### src/source/uart_config.svh
`ifndef UART_CONFIG_SVH
`define UART_CONFIG_SVH

////////////////////////////////////////////////////////////
// serial timing
////////////////////////////////////////////////////////////
`define UART_CLOCKS_PER_BIT 8

////////////////////////////////////////////////////////////
// register map
////////////////////////////////////////////////////////////
`define UART_RX_OFFSET 32'h0000_0000
`define UART_TX_OFFSET 32'h0000_0004

`endif

### src/source/bus_pkg.sv
package bus_pkg;

  ////////////////////////////////////////////////////////////
  // valid/ready memory bus
  ////////////////////////////////////////////////////////////

  // request, held steady by the master until mem_ready.
  typedef struct packed {
    logic        mem_valid;
    logic [31:0] mem_addr;
    logic [31:0] mem_wdata;
    logic [3:0]  mem_wstrb;  // all zero for a read.
  } mem_in_type;

  // response, valid only while mem_ready is high.
  typedef struct packed {
    logic        mem_ready;  // one-cycle pulse.
    logic        mem_error;
    logic [31:0] mem_rdata;
  } mem_out_type;

  localparam mem_out_type mem_out_idle = '{
    mem_ready : 1'b0,
    mem_error : 1'b0,
    mem_rdata : 32'h0
  };

endpackage

### src/source/uart_pkg.sv
package uart_pkg;

  ////////////////////////////////////////////////////////////
  // state machines
  ////////////////////////////////////////////////////////////
  typedef enum logic [1:0] {
    rx_idle,
    rx_start,
    rx_data,
    rx_stop
  } rx_state_type;

  typedef enum logic [1:0] {
    tx_idle,
    tx_start,
    tx_data,
    tx_stop
  } tx_state_type;

  ////////////////////////////////////////////////////////////
  // address decode
  ////////////////////////////////////////////////////////////
  typedef enum logic [1:0] {
    target_none,
    target_rx,
    target_tx
  } target_type;

endpackage

### src/source/uart_rx.sv
`timescale 1ns/1ns
`include "uart_config.svh"

module uart_rx #(
  parameter int clocks_per_bit = `UART_CLOCKS_PER_BIT
) (
  input  logic                clock,
  input  logic                reset,
  input  bus_pkg::mem_in_type  bus_in,
  output bus_pkg::mem_out_type bus_out,
  output logic                irpt,
  input  logic                rx
);

  localparam int count_width = (clocks_per_bit > 2) ? $clog2(clocks_per_bit) : 1;
  localparam logic [count_width-1:0] full = count_width'(clocks_per_bit - 1);
  localparam logic [count_width-1:0] half = count_width'(clocks_per_bit / 2 - 1);

  typedef struct packed {
    uart_pkg::rx_state_type   state;
    logic [2:0]               bit_count;
    logic [count_width-1:0]   cycle_count;
    logic [7:0]               data;
    logic [7:0]               data_re;
    logic                     state_re;  // read waiting for the next frame.
    logic                     irpt_re;   // read of a pending byte.
    logic                     done;
    logic                     ready_re;
    logic                     irpt;
    logic                     rx_meta;
    logic                     rx_sync;
    logic                     rx_prev;
  } register_type;

  localparam register_type init_register = '{
    state       : uart_pkg::rx_idle,
    bit_count   : '0,
    cycle_count : '0,
    data        : '0,
    data_re     : '0,
    state_re    : 1'b0,
    irpt_re     : 1'b0,
    done        : 1'b0,
    ready_re    : 1'b0,
    irpt        : 1'b0,
    rx_meta     : 1'b1,  // idle line level.
    rx_sync     : 1'b1,
    rx_prev     : 1'b1
  };

  register_type r, v;

  logic read_req;
  logic busy;

  assign read_req = bus_in.mem_valid && (bus_in.mem_wstrb == 4'b0000);
  assign busy     = r.state_re || r.irpt_re || r.ready_re;  // one pending read at a time.

  always_comb begin
    v = r;

    v.rx_meta     = rx;
    v.rx_sync     = r.rx_meta;
    v.rx_prev     = r.rx_sync;
    v.cycle_count = r.cycle_count + 1'b1;
    v.done        = 1'b0;
    v.ready_re    = 1'b0;
    v.data_re     = '0;

    if (read_req && !busy) begin
      if (r.irpt) begin
        v.irpt_re = 1'b1;
      end else begin
        v.state_re = 1'b1;
      end
    end

    ////////////////////////////////////////////////////////////
    // answer a pending read
    ////////////////////////////////////////////////////////////
    if (r.state_re && r.done) begin
      v.ready_re = 1'b1;
      v.state_re = 1'b0;
      v.irpt     = 1'b0;
      v.data_re  = r.data;
    end

    if (r.irpt_re && r.irpt) begin
      v.ready_re = 1'b1;
      v.irpt_re  = 1'b0;
      v.irpt     = 1'b0;
      v.data_re  = r.data;
    end

    ////////////////////////////////////////////////////////////
    // frame reception
    ////////////////////////////////////////////////////////////
    case (r.state)
      uart_pkg::rx_idle: begin
        v.cycle_count = '0;
        v.bit_count   = '0;
        if (r.rx_prev && !r.rx_sync) begin
          v.state = uart_pkg::rx_start;  // falling edge of start bit.
        end
      end
      uart_pkg::rx_start: begin
        if (r.cycle_count == half) begin
          v.cycle_count = '0;
          // glitch if the line is already back high.
          v.state = r.rx_sync ? uart_pkg::rx_idle : uart_pkg::rx_data;
        end
      end
      uart_pkg::rx_data: begin
        if (r.cycle_count == full) begin
          v.cycle_count = '0;
          v.data        = {r.rx_sync, r.data[7:1]};  // lsb first.
          v.bit_count   = r.bit_count + 3'd1;
          if (r.bit_count == 3'd7) begin
            v.state = uart_pkg::rx_stop;
          end
        end
      end
      uart_pkg::rx_stop: begin
        if (r.cycle_count == full) begin
          v.state = uart_pkg::rx_idle;
          v.done  = 1'b1;
          v.irpt  = !v.state_re;  // no interrupt when a read takes the byte.
        end
      end
      default: v.state = uart_pkg::rx_idle;
    endcase
  end

  always_ff @(posedge clock) begin
    if (reset == 1'b0) begin
      r <= init_register;
    end else begin
      r <= v;
    end
  end

  assign bus_out.mem_ready = r.ready_re;
  assign bus_out.mem_error = 1'b0;
  assign bus_out.mem_rdata = {24'h0, r.data_re};
  assign irpt              = r.irpt;

  // the bus expects a single-cycle acknowledge.
  ready_pulse : assert property (
    @(posedge clock) disable iff (reset == 1'b0)
    bus_out.mem_ready |=> !bus_out.mem_ready
  );

endmodule

### src/source/uart_tx.sv
`timescale 1ns/1ns
`include "uart_config.svh"

module uart_tx #(
  parameter int clocks_per_bit = `UART_CLOCKS_PER_BIT
) (
  input  logic                clock,
  input  logic                reset,
  input  bus_pkg::mem_in_type  bus_in,
  output bus_pkg::mem_out_type bus_out,
  output logic                tx
);

  localparam int count_width = (clocks_per_bit > 2) ? $clog2(clocks_per_bit) : 1;
  localparam logic [count_width-1:0] full = count_width'(clocks_per_bit - 1);

  typedef struct packed {
    uart_pkg::tx_state_type state;
    logic [2:0]             bit_count;
    logic [count_width-1:0] cycle_count;
    logic [7:0]             shift;
    logic                   tx;
    logic                   ready;
  } register_type;

  localparam register_type init_register = '{
    state       : uart_pkg::tx_idle,
    bit_count   : '0,
    cycle_count : '0,
    shift       : '0,
    tx          : 1'b1,
    ready       : 1'b0
  };

  register_type r, v;

  logic write_req;

  // a request still held during the acknowledge is the same write.
  assign write_req = bus_in.mem_valid && (bus_in.mem_wstrb != 4'b0000) && !r.ready;

  always_comb begin
    v = r;

    v.cycle_count = r.cycle_count + 1'b1;
    v.ready       = 1'b0;

    case (r.state)
      uart_pkg::tx_idle: begin
        v.cycle_count = '0;
        v.bit_count   = '0;
        v.tx          = 1'b1;
        if (write_req) begin
          v.state = uart_pkg::tx_start;
          v.shift = bus_in.mem_wdata[7:0];
          v.tx    = 1'b0;  // start bit.
        end
      end
      uart_pkg::tx_start: begin
        if (r.cycle_count == full) begin
          v.cycle_count = '0;
          v.state       = uart_pkg::tx_data;
          v.tx          = r.shift[0];
        end
      end
      uart_pkg::tx_data: begin
        if (r.cycle_count == full) begin
          v.cycle_count = '0;
          v.bit_count   = r.bit_count + 3'd1;
          v.shift       = {1'b0, r.shift[7:1]};
          if (r.bit_count == 3'd7) begin
            v.state = uart_pkg::tx_stop;
            v.tx    = 1'b1;  // stop bit.
          end else begin
            v.tx = r.shift[1];
          end
        end
      end
      uart_pkg::tx_stop: begin
        if (r.cycle_count == full) begin
          v.state = uart_pkg::tx_idle;
          v.ready = 1'b1;  // write done at end of stop bit.
        end
      end
      default: v.state = uart_pkg::tx_idle;
    endcase
  end

  always_ff @(posedge clock) begin
    if (reset == 1'b0) begin
      r <= init_register;
    end else begin
      r <= v;
    end
  end

  assign bus_out.mem_ready = r.ready;
  assign bus_out.mem_error = 1'b0;
  assign bus_out.mem_rdata = 32'h0;
  assign tx                = r.tx;

  idle_line_high : assert property (
    @(posedge clock) disable iff (reset == 1'b0)
    (r.state == uart_pkg::tx_idle) |-> tx
  );

endmodule

### src/source/uart_bus_decode.sv
`timescale 1ns/1ns
`include "uart_config.svh"

module uart_bus_decode (
  input  logic                clock,
  input  logic                reset,
  input  bus_pkg::mem_in_type  bus_in,
  output bus_pkg::mem_out_type bus_out,
  output bus_pkg::mem_in_type  rx_bus_in,
  input  bus_pkg::mem_out_type rx_bus_out,
  output bus_pkg::mem_in_type  tx_bus_in,
  input  bus_pkg::mem_out_type tx_bus_out
);

  uart_pkg::target_type target;

  logic is_write;
  logic error_ready;

  assign is_write = (bus_in.mem_wstrb != 4'b0000);

  always_comb begin
    if (bus_in.mem_addr == `UART_RX_OFFSET && !is_write) begin
      target = uart_pkg::target_rx;
    end else if (bus_in.mem_addr == `UART_TX_OFFSET && is_write) begin
      target = uart_pkg::target_tx;
    end else begin
      target = uart_pkg::target_none;  // unmapped or wrong direction.
    end
  end

  always_comb begin
    rx_bus_in           = bus_in;
    rx_bus_in.mem_valid = bus_in.mem_valid && (target == uart_pkg::target_rx);
    tx_bus_in           = bus_in;
    tx_bus_in.mem_valid = bus_in.mem_valid && (target == uart_pkg::target_tx);
  end

  // one error pulse per request, the held cycle after it is ignored.
  always_ff @(posedge clock) begin
    if (reset == 1'b0) begin
      error_ready <= 1'b0;
    end else begin
      error_ready <= bus_in.mem_valid && (target == uart_pkg::target_none) && !error_ready;
    end
  end

  assign bus_out.mem_ready = rx_bus_out.mem_ready | tx_bus_out.mem_ready | error_ready;
  assign bus_out.mem_error = rx_bus_out.mem_error | tx_bus_out.mem_error | error_ready;
  assign bus_out.mem_rdata = rx_bus_out.mem_rdata | tx_bus_out.mem_rdata;

  one_target : assert property (
    @(posedge clock) disable iff (reset == 1'b0)
    !(rx_bus_in.mem_valid && tx_bus_in.mem_valid)
  );

  // a held request must keep its target until acknowledged.
  stable_target : assert property (
    @(posedge clock) disable iff (reset == 1'b0)
    (bus_in.mem_valid && !bus_out.mem_ready) |=> !bus_in.mem_valid || target == $past(target)
  );

endmodule

### src/source/uart_periph.sv
`timescale 1ns/1ns
`include "uart_config.svh"

module uart_periph (
  input  logic                clock,
  input  logic                reset,
  input  bus_pkg::mem_in_type  bus_in,
  output bus_pkg::mem_out_type bus_out,
  input  logic                rx,
  output logic                tx,
  output logic                irpt
);

  bus_pkg::mem_in_type  rx_bus_in;
  bus_pkg::mem_out_type rx_bus_out;
  bus_pkg::mem_in_type  tx_bus_in;
  bus_pkg::mem_out_type tx_bus_out;

  ////////////////////////////////////////////////////////////
  // register decode
  ////////////////////////////////////////////////////////////
  uart_bus_decode bus_decode (
    .clock      (clock),
    .reset      (reset),
    .bus_in     (bus_in),
    .bus_out    (bus_out),
    .rx_bus_in  (rx_bus_in),
    .rx_bus_out (rx_bus_out),
    .tx_bus_in  (tx_bus_in),
    .tx_bus_out (tx_bus_out)
  );

  ////////////////////////////////////////////////////////////
  // serial ports
  ////////////////////////////////////////////////////////////
  uart_rx #(.clocks_per_bit(`UART_CLOCKS_PER_BIT)) receiver (
    .clock   (clock),
    .reset   (reset),
    .bus_in  (rx_bus_in),
    .bus_out (rx_bus_out),
    .irpt    (irpt),
    .rx      (rx)
  );

  uart_tx #(.clocks_per_bit(`UART_CLOCKS_PER_BIT)) transmitter (
    .clock   (clock),
    .reset   (reset),
    .bus_in  (tx_bus_in),
    .bus_out (tx_bus_out),
    .tx      (tx)
  );

endmodule

### config.mk
export PLATFORM = sky130hd
export DESIGN_NAME = uart_periph
export DESIGN_NICKNAME = d
export VERILOG_FILES = /design/src/source/bus_pkg.sv /design/src/source/uart_pkg.sv /design/src/source/uart_rx.sv /design/src/source/uart_tx.sv /design/src/source/uart_bus_decode.sv /design/src/source/uart_periph.sv
export VERILOG_INCLUDE_DIRS = /design/src /design/src/source
export SDC_FILE = /design/constraint.sdc
export NUM_CORES = 1
export LEC_CHECK = 0
export ABC_AREA = 1
export BUFFER_PORTS_ARGS = -buffer_cell sky130_fd_sc_hd__buf_2
export CORE_ASPECT_RATIO = 0.8
export CORE_MARGIN = 2
export CORE_UTILIZATION = 30
export DETAILED_ROUTE_END_ITERATION = 10
export SLEW_MARGIN = 20
export SYNTH_ARGS = -nofsm -noshare
export SYNTH_HDL_FRONTEND = slang
export SYNTH_SLANG_ARGS = --single-unit
### constraint.sdc
create_clock -name clock -period 1.83 [get_ports clock]
set_input_delay 0.0915 -clock clock [delete_from_list [all_inputs] [get_ports clock]]
set_output_delay 0.0915 -clock clock [all_outputs]
set_load 0.01 [all_outputs]
==> reports/summary.txt, run 1 <==
status: completed
Pre-antenna DRT Iters: 5
sequential cell area: 0.001021 mm²
Area contributors post-synth: dfxtp_1 38%, buf_4 9.6%, nand2_1 9.2%
area of the multi-input gates: 0.001271 mm²
max incr delay on CP: 0.43 ns
pin count of the biggest net entering global routing: 29
LEAKAGE: 1.435 nW
clk slew on worst S/H paths: 0.10 ns
top layer in use: met4
DR DRC count: 0
first-pass GRT wire length: 8245 µm
Post-synth top flop: dfxtp_1
CTS tree: done
commonest non-fill, non-tap cell in the layout: nand2_1
Max FO, Critical Path: 5
type of the worst setup path: flip-flop to flip-flop
Core ar.: 0.008558 mm²
fin. max-slew vios: 0
synthesized area: 0.002655 mm²
vias in the first global route: 1919
Critical Path, Cell by Cell: inv_1, ha_1, nor2_2, o22ai_1, a21oi_1, nand2_2, nor3_1, nor2_1
Die W: 109.2 µm
total number of vias: 2201
RSZ-0062 raised after global routing: no
fin nets: 503
Starting Density: 31.02%
CP top delay family: simple AND/OR/NAND/NOR gates
Netlist cell types: 27
Arrival @ worst endpoint: 1.93 ns
Filler cells: 921
remaining antenna violation count: 0
Worst-Skew Late Latency: 0.30 ns
cell area power density: 970.9 mW/mm²
CTS Buf Count: 5
final hold vios: 0
number of synthesized flops with an enable pin: 0
top-area cell type share of the netlist area: 38.45%
hold path depth: 3
FF+latch count, synth: 51
fin crit share: 94.29%
Worst Hold Class: primary input to flip-flop
Met2 Wirelength: 2173 µm
RR Endpoint: transmitter.r[16]
CP Depth: 8
Die ar.: 0.009624 mm²
VDD IR max: 359.0 µV
Post-CTS Setup Bufs: 0
Die H: 88.15 µm
most frequent cells in the layout: 65 x nand2_1, 59 x buf_2, 53 x nor2_1, 51 x dfxtp_1, 41 x inv_1
Final Skew: 0.008146 ns
min cycle time layout: 1.726 ns
Avg WL per Cell: 9.394 µm
layout cells sized above 1: 20.91%
register area share after synthesis: 38.45%
initial antenna violation count: 0
Via density: 4.169
# Max-Cap Violations: 0
Synth async-reset ratio: 0%
Worst Setup SP: transmitter.r[16]
clk root buf: clkbuf_8
post-synth top area cell: dfxtp_1
clk buf depth: 2
Final HPWL DP: 3600 µm
port bufs: 59
Layout area overhead: 15.17%
I/O Pins: 108
Syn. warnings: 0
CP Launch Type: flip-flop
initial drt markers: 72
area post-placement: 0.002909 mm²
crit path capture: transmitter.r[16]
Met3 Wirelength: 327 µm
crit end category: flip-flop
Syn Area/Cell: 7.314 µm²
Syn Inst Count: 363
reg2reg path depth: 8
Placer Congestion: 0.8116
worst r2r src: transmitter.r[16]
fmax: 579.5 MHz
Worst Path Required: 2.04 ns
row count: 30
drt total wl: 4960 µm
GRT Residual Overflow: 0
crit path buf inv count: 1
GRT Total Usage: 10.68%
Clock Sinks: 51
H-tree Lvls: 2
CP max-delay cell: dfxtp_1
# setup viols final: 0
# diodes: 0
reg2reg setup slack: 0.10 ns
final design area excluding fillers: 0.003058 mm²
M1 WL: 2419 µm
Setup TNS Final: 0 ns
## cells in the mapped netlist (all sizes together), types with 2 or more instances
master / count
nand2: 71
nor2: 61
dfxtp: 51
inv: 45
buf: 38
a21oi: 29
o21ai: 19
ha: 16
nand3: 14
o22ai: 5
or2: 4
clkbuf: 2
nand4: 2
## how the worst min path moves through the flow
| stage | startpoint | to | slack (ns) |
|---|---|---|---|
| 2_1_floorplan | rx | receiver.r[2] | 0.19 |
| 3_3_place_gp | rx | receiver.r[2] | 0.28 |
| 3_5_place_dp | rx | receiver.r[2] | 0.29 |
| 4_1_cts | bus_in[9] | transmitter.r[7] | 0.006 |
| 5_1_grt | bus_in[4] | transmitter.r[2] | 0.004 |
| 6_report | bus_in[9] | transmitter.r[7] | 0.005 |
## report_power, final
group          internal (mW)  switching [mW]
clock                  0.545           0.382
combinational          0.286           0.459
sequential              1.22          0.0721
total                   2.06           0.913
## registers in the layout (all words and copies together), names as in the netlist
name                    count
bus_decode.error_ready      1
receiver.bus_out            9
receiver.irpt               1
receiver.r                 22
transmitter.bus_out         1
transmitter.r              16
transmitter.tx              1
## logic make-up after synthesis
| kind of cell | count (synthesis) | synth area share [%] |
|---|---|---|
| AND/OR/NAND/NOR | 155 | 26.11 |
| adder cells (fa/ha/maj) | 16 | 7.540 |
| buffers and inverters | 85 | 17.01 |
| other | 1 | 0.1412 |
| flip-flops | 51 | 38.45 |
| AO/OA/AOI/OAI | 55 | 10.74 |
## worst register-to-register path, cell delays in order, from the launching register on
cell and delay, ns:
dfxtp_1 0.43, inv_1 0.11, ha_1 0.28, nor2_2 0.18, o22ai_1 0.08, a21oi_1 0.24, nand2_2 0.11, nor3_1 0.14
nor2_1 0.06
## routing by layer
layer | track usage, % | vias up
met5 | 0 | -
met1 | 13.48 | 964
met4 | 3.452 | 0
met3 | 3.051 | 2
met2 | 17.67 | 54
li1 | - | 1181
## timing repair
| item | 4_1_cts | 5_1_grt |
|---|---|---|
| setup endpoints to repair | 0 | 1 |
| hold buffers | 1 | 0 |
| resized for setup | 0 | 1 |
| endpoints found under the hold margin | 1 | 0 |
## layout make-up
type	count	share of cell area (%)
tap	112	4.583
sequential	51	33.39
timing repair buffer	62	10.47
multi-input combinational	250	41.57
inverter	45	5.524
clock buffer	5	2.250
clock inverter	3	2.209
## stage by stage
step                util (%)  setup slack (ns)  std cells  hold slack, ns  total power [mW]
CTS                    35.70           0.09686        528        0.005620             2.987
floorplan                  -            0.3198        386          0.1914             1.919
global route           35.73           0.01909        528        0.003938             3.186
detailed placement     33.99            0.1117        519          0.2884             2.056
global placement       33.99            0.1699        519          0.2777             2.040
finish                 35.73            0.1045        528        0.004648             2.969
No activity file was read; power rests on OpenSTA's default activity.
==> run 2: changes to the inputs <==
- SYNTH_HIERARCHICAL: not set -> 1
==> reports/summary.txt, run 2 <==
status: completed
CTS Buf Count: 5 (unchanged)
Syn Inst Count: 471 (+30%)
fmax: 612.7 MHz (+5.7%)
setup ws final: 0.1978 ns (+0.09332 ns)
Starting Density: 30.81% (-0.21 points)
CTS tree: done
fin crit share: 89.19% (-5.1 points)
reg2reg path depth: 8 (unchanged)
worst hold margin: 0.01610 ns (+0.01145 ns)
most frequent cells in the layout: 74 x nand2_1, 73 x nor2_1, 59 x buf_2, 58 x conb_1, 51 x dfxtp_1
initial antenna violation count: 0 (unchanged)
fin nets: 593 (+18%)
hold buffer count at CTS: 0 (-1)
Setup TNS Final: 0 ns (unchanged)
cell area power density: 870.2 mW/mm² (-10%)
initial drt markers: 51 (-29%)
vias in the first global route: 2298 (+20%)
reg2reg setup slack: 0.20 ns (+0.09 ns)
sequential cell area: 0.001021 mm² (unchanged)
remaining antenna violation count: 0 (unchanged)
Die H: 98.60 µm (+12%)
Layout area overhead: 4.922%
Avg WL per Cell: 8.105 µm (-14%)
Max FO, Critical Path: 12 (+7)
Die W: 122.2 µm (+12%)
hold path start: rx
layout cells sized above 1: 24.70% (+3.8 points)
pin count of the biggest net entering global routing: 21 (-28%)
commonest non-fill, non-tap cell in the layout: nand2_1
Final Skew: 0.007299 ns (-0.0008467 ns)
hold path depth: 2 (-1)
Post-CTS Setup Bufs: 0 (unchanged)
I/O Pins: 108 (unchanged)
GRT Total Usage: 9.035% (-1.6 points)
Filler cells: 1173 (+27%)
Hold EP: receiver/r[2]
Placer Congestion: 0.7782 (-4.1%)
most flop-heavy register: receiver/r
Pre-antenna DRT Iters: 4 (-1)
# Max-Cap Violations: 0 (unchanged)
Arrival @ worst endpoint: 1.81 ns (-0.12 ns)
total number of vias: 2512 (+14%)
drt total wl: 5268 µm (+6.2%)
VDD IR max: 401.0 µV (+12%)
max reg flops: 22 (unchanged)
area of the multi-input gates: 0.001667 mm² (+31%)
worst r2r src: transmitter/r[16]
RR Endpoint: transmitter/tx
# diodes: 0 (unchanged)
DR DRC count: 0 (unchanged)
LEAKAGE: 1.788 nW (+25%)
worst setup slack after placement: 0.1368 ns (+0.02510 ns)
crit end category: flip-flop
Final HPWL DP: 4143 µm (+15%)
Syn Area/Cell: 7.125 µm² (-2.6%)
first-pass GRT wire length: 9273 µm (+12%)
Clock Sinks: 51 (unchanged)
CP Launch Type: flip-flop
port bufs: 59 (unchanged)
Core ar.: 0.01089 mm² (+27%)
row count: 34 (+13%)
min cycle time layout: 1.632 ns (-0.09332 ns)
H-tree Lvls: 2 (unchanged)
Via density: 3.865 (-7.3%)
# setup viols final: 0 (unchanged)
clk slew on worst S/H paths: 0.07 ns (-0.03 ns)
Worst Hold Class: primary input to flip-flop
final design area excluding fillers: 0.003521 mm² (+15%)
post-CTS sizing: 0 (unchanged)
clk root buf: clkbuf_16
Worst-Skew Late Latency: 0.29 ns (about the same)
clk buf depth: 2 (unchanged)
final hold vios: 0 (unchanged)
Worst Path Required: 2.00 ns (-0.04 ns)
Syn. warnings: 6 (+6)
Die ar.: 0.01205 mm² (+25%)
type of the worst setup path: flip-flop to flip-flop
synthesized area: 0.003356 mm² (+26%)
RSZ-0062 raised after global routing: no
area post-placement: 0.003369 mm² (+16%)
GRT Residual Overflow: 0 (unchanged)
fin. max-slew vios: 0 (unchanged)
==> run 2: power by group <==
group          switching, mW  internal [mW]  leakage (nW)
clock network          0.424          0.519        0.0748
logic                  0.496          0.322          1.30
registers             0.0905           1.21         0.414
==> run 2: metal layers <==
metal  track usage [%]  share of wire [%]  vias to the layer above
met5                 0                  0                        -
met2             16.54                 44                       65
met1             10.82                 48                     1066
met4             2.476                1.2                        0
li1                  -                  -                     1376
met3             1.505                6.9                        5
==> run 2: critical path: stages, from the launching register on <==
cell      delay [ns]
dfxtp_1         0.44
inv_1           0.12
ha_1            0.28
nand2_2         0.13
inv_1           0.19
o21ai_0         0.13
nand3_1         0.08
o211ai_1        0.08
nand2_1         0.07
==> run 2: how the worst max path moves through the flow <==
stage / start / end / slack (ns) / cells after the start
after floorplan: transmitter/r[16] / transmitter/r[2] / 0.36 / 9
after global placement: bus_in[51] / transmitter/r[6] / 0.21 / 13
after detailed placement: bus_in[37] / transmitter/r[8] / 0.14 / 13
after CTS: transmitter/r[16] / transmitter/tx / 0.18 / 8
after global routing: transmitter/r[16] / transmitter/tx / 0.002 / 8
final: transmitter/r[16] / transmitter/tx / 0.20 / 8
==> run 2: through the flow <==
| step | power [mW] | std cells | util [%] |
|---|---|---|---|
| after floorplan | 2.091 | 527 | - |
| after global placement | 2.121 | 642 | 30.94 |
| after detailed placement | 2.140 | 642 | 30.94 |
| after CTS | 3.105 | 650 | 32.33 |
| after global routing | 3.288 | 650 | 32.33 |
| final | 3.064 | 650 | 32.33 |
==> run 2: layout make-up <==
type	count	area share (%)
multi-input combinational	336	47.33
timing repair buffer	62	9.026
tap	144	5.117
inverter	49	5.224
clock inverter	3	0.7463
sequential	51	29.00
clock buffer	5	3.554
